[config.mk]
export PLATFORM = sky130hd
export DESIGN_NAME = psrUnit
export DESIGN_NICKNAME = d
export VERILOG_FILES = /design/src/logic/psrPkg.sv /design/src/logic/exceptionPriority.sv /design/src/logic/msrMerge.sv /design/src/logic/psrRegFile.sv /design/src/logic/psrUnit.sv
export VERILOG_INCLUDE_DIRS = /design/src /design/src/include
export SDC_FILE = /design/constraint.sdc
export NUM_CORES = 1
export LEC_CHECK = 0
export BUFFER_PORTS_ARGS = -buffer_cell sky130_fd_sc_hd__buf_2
export CELL_PAD_IN_SITES_DETAIL_PLACEMENT = 0
export CELL_PAD_IN_SITES_GLOBAL_PLACEMENT = 1
export CORE_AREA = 3 3 177 145
export DETAILED_ROUTE_END_ITERATION = 10
export DIE_AREA = 0 0 180 148
export PLACE_DENSITY_LB_ADDON = 0.08
export RECOVER_POWER = 50
export SETUP_SLACK_MARGIN = 0.02
export SYNTH_ARGS = -nofsm -noshare
export SYNTH_HDL_FRONTEND = slang
export SYNTH_SLANG_ARGS = --single-unit
[constraint.sdc]
create_clock -name clk -period 4.6 [get_ports clk]
set_clock_uncertainty 0.1 [all_clocks]
set_input_delay 0.69 -clock clk [delete_from_list [all_inputs] [get_ports clk]]
set_output_delay 0.69 -clock clk [all_outputs]
set_load 0.02 [all_outputs]
[src/include/psr_config.svh]
`ifndef PSR_CONFIG_SVH
`define PSR_CONFIG_SVH

// Register geometry
`define PSR_WIDTH       32
`define PSR_SPSR_COUNT  5   // svc, abt, und, irq, fiq
`define PSR_SLOT_WIDTH  3
`define PSR_EXC_COUNT   6   // undef, swi, pabt, dabt, irq, fiq

// Condition flags N Z C V
`define PSR_FLAGS_MSB   31
`define PSR_FLAGS_LSB   28

// Control byte layout
`define PSR_CTRL_WIDTH  8
`define PSR_I_BIT       7   // IRQ mask
`define PSR_F_BIT       6   // FIQ mask
`define PSR_T_BIT       5   // Thumb, always cleared here
`define PSR_MODE_WIDTH  5
`define PSR_ENDIAN_BIT  9   // Big endian on reset and exception entry

// MSR byte fields c, x, s, f
`define PSR_FIELD_WIDTH 8
`define PSR_FIELD_COUNT 4
`define PSR_FLAGS_FIELD 3   // Writable from any mode

`define PSR_RESET_CTRL  8'hD3 // Supervisor, I and F set

`endif

[src/logic/psrPkg.sv]
`default_nettype none

`include "psr_config.svh"

package psrPkg;

  // Architectural mode codes, CPSR[4:0]
  typedef enum logic [`PSR_MODE_WIDTH-1:0] {
    modeUsr = 5'b10000,
    modeFiq = 5'b10001,
    modeIrq = 5'b10010,
    modeSvc = 5'b10011,
    modeAbt = 5'b10111,
    modeUnd = 5'b11011,
    modeSys = 5'b11111
  } cpuMode;

  // Winning exception of the cycle
  typedef enum logic [2:0] {
    causeNone,
    causeDataAbort,
    causeFiq,
    causeIrq,
    causePrefetchAbort,
    causeUndefined,
    causeSwi
  } excCause;

  // Index into the SPSR bank
  typedef enum logic [`PSR_SLOT_WIDTH-1:0] {
    slotSvc = 3'd0,
    slotAbt = 3'd1,
    slotUnd = 3'd2,
    slotIrq = 3'd3,
    slotFiq = 3'd4
  } spsrSlot;

endpackage

`default_nettype wire

[src/logic/exceptionPriority.sv]
`timescale 1ns/1ps
`default_nettype none

`include "psr_config.svh"

module exceptionPriority (
  input  logic [`PSR_EXC_COUNT-1:0]  exceptions, // undef, swi, pabt, dabt, irq, fiq
  input  logic [`PSR_WIDTH-1:0]      cpsr,
  output logic                       excTake,
  output psrPkg::excCause            excCause,
  output psrPkg::spsrSlot            excSlot,
  output logic [`PSR_CTRL_WIDTH-1:0] excCtrl,
  output logic                       excUseNewFlags
);
  import psrPkg::*;

  logic undefReq, swiReq, prefetchReq, dataAbortReq, irqReq, fiqReq;
  cpuMode curMode;
  cpuMode targetMode;

  assign {undefReq, swiReq, prefetchReq, dataAbortReq, irqReq, fiqReq} = exceptions;
  assign curMode = cpuMode'(cpsr[`PSR_MODE_WIDTH-1:0]);

  // Fixed priority, skip requests aimed at the mode we are already in
  always_comb begin
    if (dataAbortReq && curMode != modeAbt) excCause = causeDataAbort;
    else if (fiqReq && curMode != modeFiq) excCause = causeFiq;
    else if (irqReq && curMode != modeIrq) excCause = causeIrq;
    else if (prefetchReq && curMode != modeAbt) excCause = causePrefetchAbort;
    else if (undefReq && curMode != modeUnd) excCause = causeUndefined;
    else if (swiReq && curMode != modeSvc) excCause = causeSwi;
    else excCause = causeNone;
  end

  assign excTake = (excCause != causeNone);

  // Target mode, bank and flag source per cause
  always_comb begin
    targetMode     = curMode;
    excSlot        = slotSvc;
    excUseNewFlags = 1'b0;
    case (excCause)
      causeDataAbort: begin
        targetMode     = modeAbt;
        excSlot        = slotAbt;
        excUseNewFlags = 1'b1; // Faulting instr flags still land
      end
      causeFiq: begin
        targetMode     = modeFiq;
        excSlot        = slotFiq;
        excUseNewFlags = 1'b1;
      end
      causeIrq: begin
        targetMode     = modeIrq;
        excSlot        = slotIrq;
        excUseNewFlags = 1'b1;
      end
      causePrefetchAbort: begin
        targetMode = modeAbt;
        excSlot    = slotAbt;
      end
      causeUndefined: begin
        targetMode = modeUnd;
        excSlot    = slotUnd;
      end
      causeSwi: begin
        targetMode = modeSvc;
        excSlot    = slotSvc;
      end
      default: ; // No entry, defaults hold
    endcase
  end

  // Entry control byte
  always_comb begin
    excCtrl = cpsr[`PSR_CTRL_WIDTH-1:0];
    if (excTake) begin
      excCtrl[`PSR_I_BIT] = 1'b1;                                       // IRQ always masked
      excCtrl[`PSR_F_BIT] = (excCause == causeFiq) ? 1'b1 : cpsr[`PSR_F_BIT];
      excCtrl[`PSR_T_BIT] = 1'b0;                                       // Back to ARM state
      excCtrl[`PSR_MODE_WIDTH-1:0] = targetMode;
    end
  end

endmodule

`default_nettype wire

[src/logic/msrMerge.sv]
`timescale 1ns/1ps
`default_nettype none

`include "psr_config.svh"

module msrMerge (
  input  logic [`PSR_WIDTH-1:0] aluOut,
  input  logic [4:0]            msrMask,     // R, f, s, x, c
  input  logic [`PSR_WIDTH-1:0] cpsr,
  input  logic [`PSR_WIDTH-1:0] currentSpsr,
  output logic                  msrCpsrWe,
  output logic                  msrSpsrWe,
  output logic [`PSR_WIDTH-1:0] msrValue
);
  import psrPkg::*;

  cpuMode curMode;
  logic privileged;
  logic hasSpsr;
  logic legalMode;
  logic anyField;
  logic toSpsr;
  logic [`PSR_WIDTH-1:0] target;

  assign curMode    = cpuMode'(cpsr[`PSR_MODE_WIDTH-1:0]);
  assign privileged = (curMode != modeUsr);
  assign hasSpsr    = privileged && (curMode != modeSys); // usr and sys have no bank
  assign toSpsr     = msrMask[4];
  assign target     = toSpsr ? currentSpsr : cpsr;       // Unmasked bytes come from here

  // Only architectural mode codes may be written
  always_comb begin
    case (aluOut[`PSR_MODE_WIDTH-1:0])
      modeUsr, modeFiq, modeIrq, modeSvc, modeAbt, modeUnd, modeSys:
        legalMode = 1'b1;
      default:
        legalMode = 1'b0;
    endcase
  end

  // Byte-wise merge of c, x, s, f fields
  always_comb begin
    logic fieldOpen;
    msrValue = target;
    for (int b = 0; b < `PSR_FIELD_COUNT; b++) begin
      fieldOpen = msrMask[b] && (privileged || b == `PSR_FLAGS_FIELD);
      if (fieldOpen) begin
        msrValue[b*`PSR_FIELD_WIDTH +: `PSR_FIELD_WIDTH] =
          aluOut[b*`PSR_FIELD_WIDTH +: `PSR_FIELD_WIDTH];
      end
    end
    // Bad mode code keeps the old mode but the rest of the c byte still lands
    if (msrMask[0] && privileged && !legalMode) begin
      msrValue[`PSR_MODE_WIDTH-1:0] = target[`PSR_MODE_WIDTH-1:0];
    end
  end

  assign anyField  = |msrMask[3:0];
  assign msrCpsrWe = anyField && !toSpsr;
  assign msrSpsrWe = anyField && toSpsr && hasSpsr; // No bank to write in usr or sys

endmodule

`default_nettype wire

[src/logic/psrRegFile.sv]
`timescale 1ns/1ps
`default_nettype none

`include "psr_config.svh"

module psrRegFile (
  input  logic                                    clk,
  input  logic                                    reset,
  input  logic                                    notStall,
  input  logic                                    excTake,
  input  psrPkg::spsrSlot                         excSlot,
  input  logic [`PSR_CTRL_WIDTH-1:0]              excCtrl,
  input  logic                                    excUseNewFlags,
  input  logic [`PSR_FLAGS_MSB:`PSR_FLAGS_LSB]    flagsUpdate,
  input  logic                                    msrCpsrWe,
  input  logic                                    msrSpsrWe,
  input  logic [`PSR_WIDTH-1:0]                   msrValue,
  input  logic                                    restoreCpsr,
  input  logic                                    flagsWrite,
  output logic [`PSR_WIDTH-1:0]                   cpsr,
  output logic [`PSR_WIDTH-1:0]                   currentSpsr,
  output psrPkg::spsrSlot                         curSlot
);
  import psrPkg::*;

  logic [`PSR_WIDTH-1:0] spsrBank [`PSR_SPSR_COUNT];
  logic hasSpsr;
  logic [`PSR_FLAGS_MSB:`PSR_FLAGS_LSB] entryFlags;
  logic [`PSR_WIDTH-1:0] savedWord;
  logic [`PSR_WIDTH-1:0] entryCpsr;
  logic [`PSR_WIDTH-1:0] resetCpsr;

  // Bank of the current mode
  always_comb begin
    curSlot = slotSvc;
    hasSpsr = 1'b1;
    case (cpuMode'(cpsr[`PSR_MODE_WIDTH-1:0]))
      modeFiq: curSlot = slotFiq;
      modeIrq: curSlot = slotIrq;
      modeSvc: curSlot = slotSvc;
      modeAbt: curSlot = slotAbt;
      modeUnd: curSlot = slotUnd;
      default: hasSpsr = 1'b0; // usr, sys
    endcase
  end

  assign currentSpsr = hasSpsr ? spsrBank[curSlot] : cpsr; // usr/sys read back CPSR

  // Words written on exception entry
  assign entryFlags = excUseNewFlags ? flagsUpdate : cpsr[`PSR_FLAGS_MSB:`PSR_FLAGS_LSB];
  assign savedWord  = {entryFlags, cpsr[`PSR_FLAGS_LSB-1:0]};

  always_comb begin
    entryCpsr = '0;
    entryCpsr[`PSR_FLAGS_MSB:`PSR_FLAGS_LSB] = entryFlags;
    entryCpsr[`PSR_ENDIAN_BIT]               = 1'b1;
    entryCpsr[`PSR_CTRL_WIDTH-1:0]           = excCtrl;
  end

  always_comb begin
    resetCpsr = '0;
    resetCpsr[`PSR_ENDIAN_BIT]     = 1'b1;
    resetCpsr[`PSR_CTRL_WIDTH-1:0] = `PSR_RESET_CTRL;
  end

  // One update per cycle, highest priority first
  always_ff @(posedge clk) begin
    if (reset) begin
      cpsr <= resetCpsr;
      for (int i = 0; i < `PSR_SPSR_COUNT; i++) begin
        spsrBank[i] <= '0;
      end
    end else if (notStall) begin
      if (excTake) begin
        spsrBank[excSlot] <= savedWord; // Old CPSR into target bank
        cpsr              <= entryCpsr;
      end else if (msrCpsrWe) begin
        cpsr <= msrValue;
      end else if (msrSpsrWe) begin
        spsrBank[curSlot] <= msrValue;
      end else if (restoreCpsr) begin
        cpsr <= currentSpsr;
      end else if (flagsWrite) begin
        cpsr[`PSR_FLAGS_MSB:`PSR_FLAGS_LSB] <= flagsUpdate;
      end
    end
  end

endmodule

`default_nettype wire

[src/logic/psrUnit.sv]
`timescale 1ns/1ps
`default_nettype none

`include "psr_config.svh"

module psrUnit (
  input  logic                                 clk,
  input  logic                                 reset,
  input  logic [`PSR_FLAGS_MSB:`PSR_FLAGS_LSB] flagsNext,
  input  logic                                 flagsWrite,
  input  logic [`PSR_WIDTH-1:0]                aluOut,
  input  logic [4:0]                           msrMask,
  input  logic [`PSR_EXC_COUNT-1:0]            exceptions,
  input  logic                                 restoreCpsr,
  input  logic                                 notStall,
  input  logic                                 coprocFlagUpdate,
  output logic [`PSR_WIDTH-1:0]                cpsrData,
  output logic [`PSR_WIDTH-1:0]                spsrData
);
  import psrPkg::*;

  logic [`PSR_WIDTH-1:0] cpsr;
  logic [`PSR_WIDTH-1:0] currentSpsr;
  logic [`PSR_FLAGS_MSB:`PSR_FLAGS_LSB] flagsUpdate;
  logic excTake;
  spsrSlot excSlot;
  logic [`PSR_CTRL_WIDTH-1:0] excCtrl;
  logic excUseNewFlags;
  logic msrCpsrWe;
  logic msrSpsrWe;
  logic [`PSR_WIDTH-1:0] msrValue;

  // Coprocessor transfers deliver flags on the ALU bus
  assign flagsUpdate = coprocFlagUpdate ? aluOut[`PSR_FLAGS_MSB:`PSR_FLAGS_LSB] : flagsNext;

  exceptionPriority i_exc (
    .exceptions     (exceptions),
    .cpsr           (cpsr),
    .excTake        (excTake),
    .excCause       (),
    .excSlot        (excSlot),
    .excCtrl        (excCtrl),
    .excUseNewFlags (excUseNewFlags)
  );

  msrMerge i_msr (
    .aluOut      (aluOut),
    .msrMask     (msrMask),
    .cpsr        (cpsr),
    .currentSpsr (currentSpsr),
    .msrCpsrWe   (msrCpsrWe),
    .msrSpsrWe   (msrSpsrWe),
    .msrValue    (msrValue)
  );

  psrRegFile i_regs (
    .clk            (clk),
    .reset          (reset),
    .notStall       (notStall),
    .excTake        (excTake),
    .excSlot        (excSlot),
    .excCtrl        (excCtrl),
    .excUseNewFlags (excUseNewFlags),
    .flagsUpdate    (flagsUpdate),
    .msrCpsrWe      (msrCpsrWe),
    .msrSpsrWe      (msrSpsrWe),
    .msrValue       (msrValue),
    .restoreCpsr    (restoreCpsr),
    .flagsWrite     (flagsWrite),
    .cpsr           (cpsr),
    .currentSpsr    (currentSpsr),
    .curSlot        ()              // Bank index used inside the register file
  );

  assign cpsrData = cpsr;
  assign spsrData = currentSpsr;

endmodule

`default_nettype wire

==> out/metrics.csv <==
stage,metric,value,unit
place,DPL Wire Length,24400,um
clock_tree,total number of H-tree levels,4,
outcome,outcome,finished clean,
critical_path,critical path required time,3.81,ns
hold_path,Hold Crit Depth,2,
final_layout,fin util,0.504,
critical_path,Reg2Reg Depth,8,
pwr,Leak,4.55,nW
route,DRC violations left,0,
critical_path,Crit path max-delay family,buffers and inverters,
grt,largest net degree at the start of global routing,33,
final_layout,layout cell share with drive strength beyond 1,0.187,
route,drt initial violations,986,
clock_tree,cts-stage hold buffer count,0,
final_layout,"most common cell after layout, fill and taps aside",nor2_1,
critical_path,Critical Path AT,3.55,ns
final_layout,Layout fillers,2287,
timing,RSZ-0062 raised after global routing,false,
critical_path,Setup Crit Path Kind,reg2out,
critical_path,Crit path largest cell delay,0.67,ns
clock_tree,Post-CTS Setup Bufs,0,
grt,GR Overflow Total,0,
timing,Hold Fails Final Rpt,0,
clock_tree,CTS sink count,193,
synthesis,Post-Synthesis Cell Area,10700,sq um
final_layout,final std cells w/o fill,1489,
route,met2 wire len,17300,um
pwr,PwrDens,363,nW/um^2
route,wire length on met1,16600,um
final_layout,n_diodes,0,
synthesis,syn avg cell area,10.1,sq um
timing,final setup fails,0,
synthesis,post-synthesis async set-or-reset flop share,0,
critical_path,register-to-register setup slack,0.41,ns
final_layout,most frequent cells in the layout,"nor2_1, edfxtp_1, buf_2",
route,final WL,37700,um
timing,fin crit period,4.34,ns
clock_tree,CTS tree,built,
route,vias per inst,6.16,
synthesis,Mapped Nets,1119,
synthesis,"Seq/Total Area, Yosys",0.511,
clock_tree,Clock Latency Late Sink,0.44,ns
floorplan,row cnt,51,
route,top sig layer,met4,
critical_path,cells along the critical path,clkbuf_1 -> or2_0 -> nor2_1 -> buf_4 -> a22oi_1 -> o21ai_0 -> nand2b_1 -> buf_2,
hold_path,hold path startpoint,i_regs.cpsr[24]$_SDFFE_PP0P_,
critical_path,CP endpoint kind,output pin,
floorplan,Core Area,24100,sq um
clock_tree,clock tree root driver cell,clkbuf_16,
hold_path,Worst Hold Endpoint,i_regs.cpsr[24]$_SDFFE_PP0P_,
synthesis,Mapped Cells,1066,
final_layout,area delta synth->final,13.0,%
synthesis,Post-synth top flop,edfxtp_1,
job,max_cap viols,0,
timing,setup TNS,0,ns
clock_tree,Post-CTS Resized,0,
hold_path,Hold Path Class,reg2reg,
route,vias,9172,
synthesis,library cells used by synthesis,82,
synthesis,Yosys warning total,0,
route,wire per inst,25.3,um
synthesis,number of synthesized flops with an enable pin,161,
grt,Tot GR Track Use,0.281,
grt,antenna violations before repair,0,
grt,first-pass GRT wire length,56400,um
floorplan,initial core utilization,0.446,
clock_tree,Bufs on Longest Clock Path,2,
floorplan,die height,148,um
timing,WHS,0.437,ns
clock_tree,register clock-pin slew on the reported worst setup and hold paths,0.07,ns
floorplan,Die W,180,um
route,Routed Antenna Nets,0,
timing,Max Fclk,231,MHz
place,Cells after DPL,1457,
clock_tree,TritonCTS Buffers,17,
grt,vias in the first global route,8846,
timing,final slew viol count,0,
place,number of port buffers,116,
place,global placement routability congestion,0.902,
floorplan,num ports,117,
critical_path,r2r endpoint,i_regs.spsrBank[3][8]$_SDFFCE_PN0P_,
route,DR WL met3,3060,um
critical_path,critical path buffer and inverter count,3,
critical_path,r2r startpoint,i_regs.cpsr[1]$_SDFFE_PP1P_,
route,first drt pass iteration count,5,
timing,fin crit share,0.943,
final_layout,final net count,1211,
floorplan,die area,26600,sq um
critical_path,CP max stage cell,clkbuf_1,
timing,Slew headroom,0.274,
critical_path,critical path peak fanout,13,
synthesis,Yosys reg bits,193,
critical_path,Setup crit start kind,flop,
timing,Slew @ Worst Pin,1.08,ns
pwr,Worst VDD drop,0.000322,V
-- state kept, by name (all words and copies together) (netlist names) --
name / flops
i_regs.spsrBank: 161
i_regs.cpsr: 32
-- how the worst max path moves through the flow --
stage                                startpoint                                  end  slack [ns]  depth (start not counted)
floorplan                            msrMask[1]  i_regs.spsrBank[0][0]$_SDFFCE_PN0P_        1.18                          8
global placement    i_regs.cpsr[3]$_SDFFE_PP0P_                         spsrData[19]        0.61                          7
detailed placement  i_regs.cpsr[3]$_SDFFE_PP0P_                         spsrData[22]        0.66                          7
CTS                 i_regs.cpsr[3]$_SDFFE_PP0P_                         spsrData[19]        0.16                          7
global route        i_regs.cpsr[1]$_SDFFE_PP1P_                         spsrData[27]        0.20                          7
finish              i_regs.cpsr[1]$_SDFFE_PP1P_                          spsrData[1]        0.26                          8
-- cells by family (layout without fill, tap and decap cells) --
group           Yosys count  count (layout)  share of synthesized area
buf+inv                 108             213                     0.0469
compound gates          289             289                      0.208
xor+xnor                  2               2                    0.00233
simple gates            422             422                      0.181
flops                   193             193                      0.511
other cells               1               1                   0.000350
mux                      51              51                     0.0499
-- worst register-to-register path, stage by stage (launching register included) --
cell      delay (ns)
dfxtp_1         0.61
clkbuf_1        0.67
nand4b_1        0.30
o21ai_1         0.27
and4_1          0.40
and3_2          0.54
nand2_1         0.39
o221ai_1        0.56
nor2_1          0.10
-- synthesized netlist by cell type, drive strengths merged, types with 17 or more instances --
| master | n | area [sq um] |
|---|---|---|
| buf | 47 | 274 |
| a21oi | 53 | 280 |
| mux2i | 31 | 310 |
| o221ai | 29 | 323 |
| edfxtp | 161 | 4830 |
| nand2 | 64 | 250 |
| mux2 | 20 | 225 |
| nand3 | 41 | 205 |
| o21ai | 52 | 268 |
| o22ai | 27 | 188 |
| inv | 19 | 71.3 |
| or3 | 19 | 119 |
| clkbuf | 42 | 158 |
| and3 | 20 | 125 |
| nor2 | 218 | 828 |
| o211ai | 21 | 188 |
| nand2b | 17 | 114 |
| dfxtp | 32 | 641 |
-- through the flow --
| step | area [sq um] | total power [mW] | setup slack, ns |
|---|---|---|---|
| after floorplan | 10700 | 2.57 | 1.18 |
| after global placement | 11700 | 2.88 | 0.607 |
| after detailed placement | 11700 | 2.88 | 0.660 |
| after CTS | 12300 | 4.42 | 0.156 |
| after global routing | 12100 | 4.55 | 0.198 |
| final | 12100 | 4.40 | 0.264 |
-- routing by layer --
metal,GRT usage,vias up
li1,-,4197
met3,0.0499,50
met1,0.399,4505
met5,0,-
met4,0.0816,0
met2,0.442,420
-- power by group --
group	switching (mW)	internal (mW)
registers	0.0418	1.97
clock network	0.685	0.875
logic	0.565	0.259
-- area by class of cell --
cell class                 count  area, sq um  area share
clock buffer                  20          447      0.0369
inverter                      19         71.3     0.00589
timing repair buffer         162          908      0.0750
sequential                   193         5480       0.452
multi-input combinational    765         4660       0.384
tap                          318          398      0.0328
clock inverter                12          155      0.0128
Note: power is estimated with default switching activity, not from simulation.
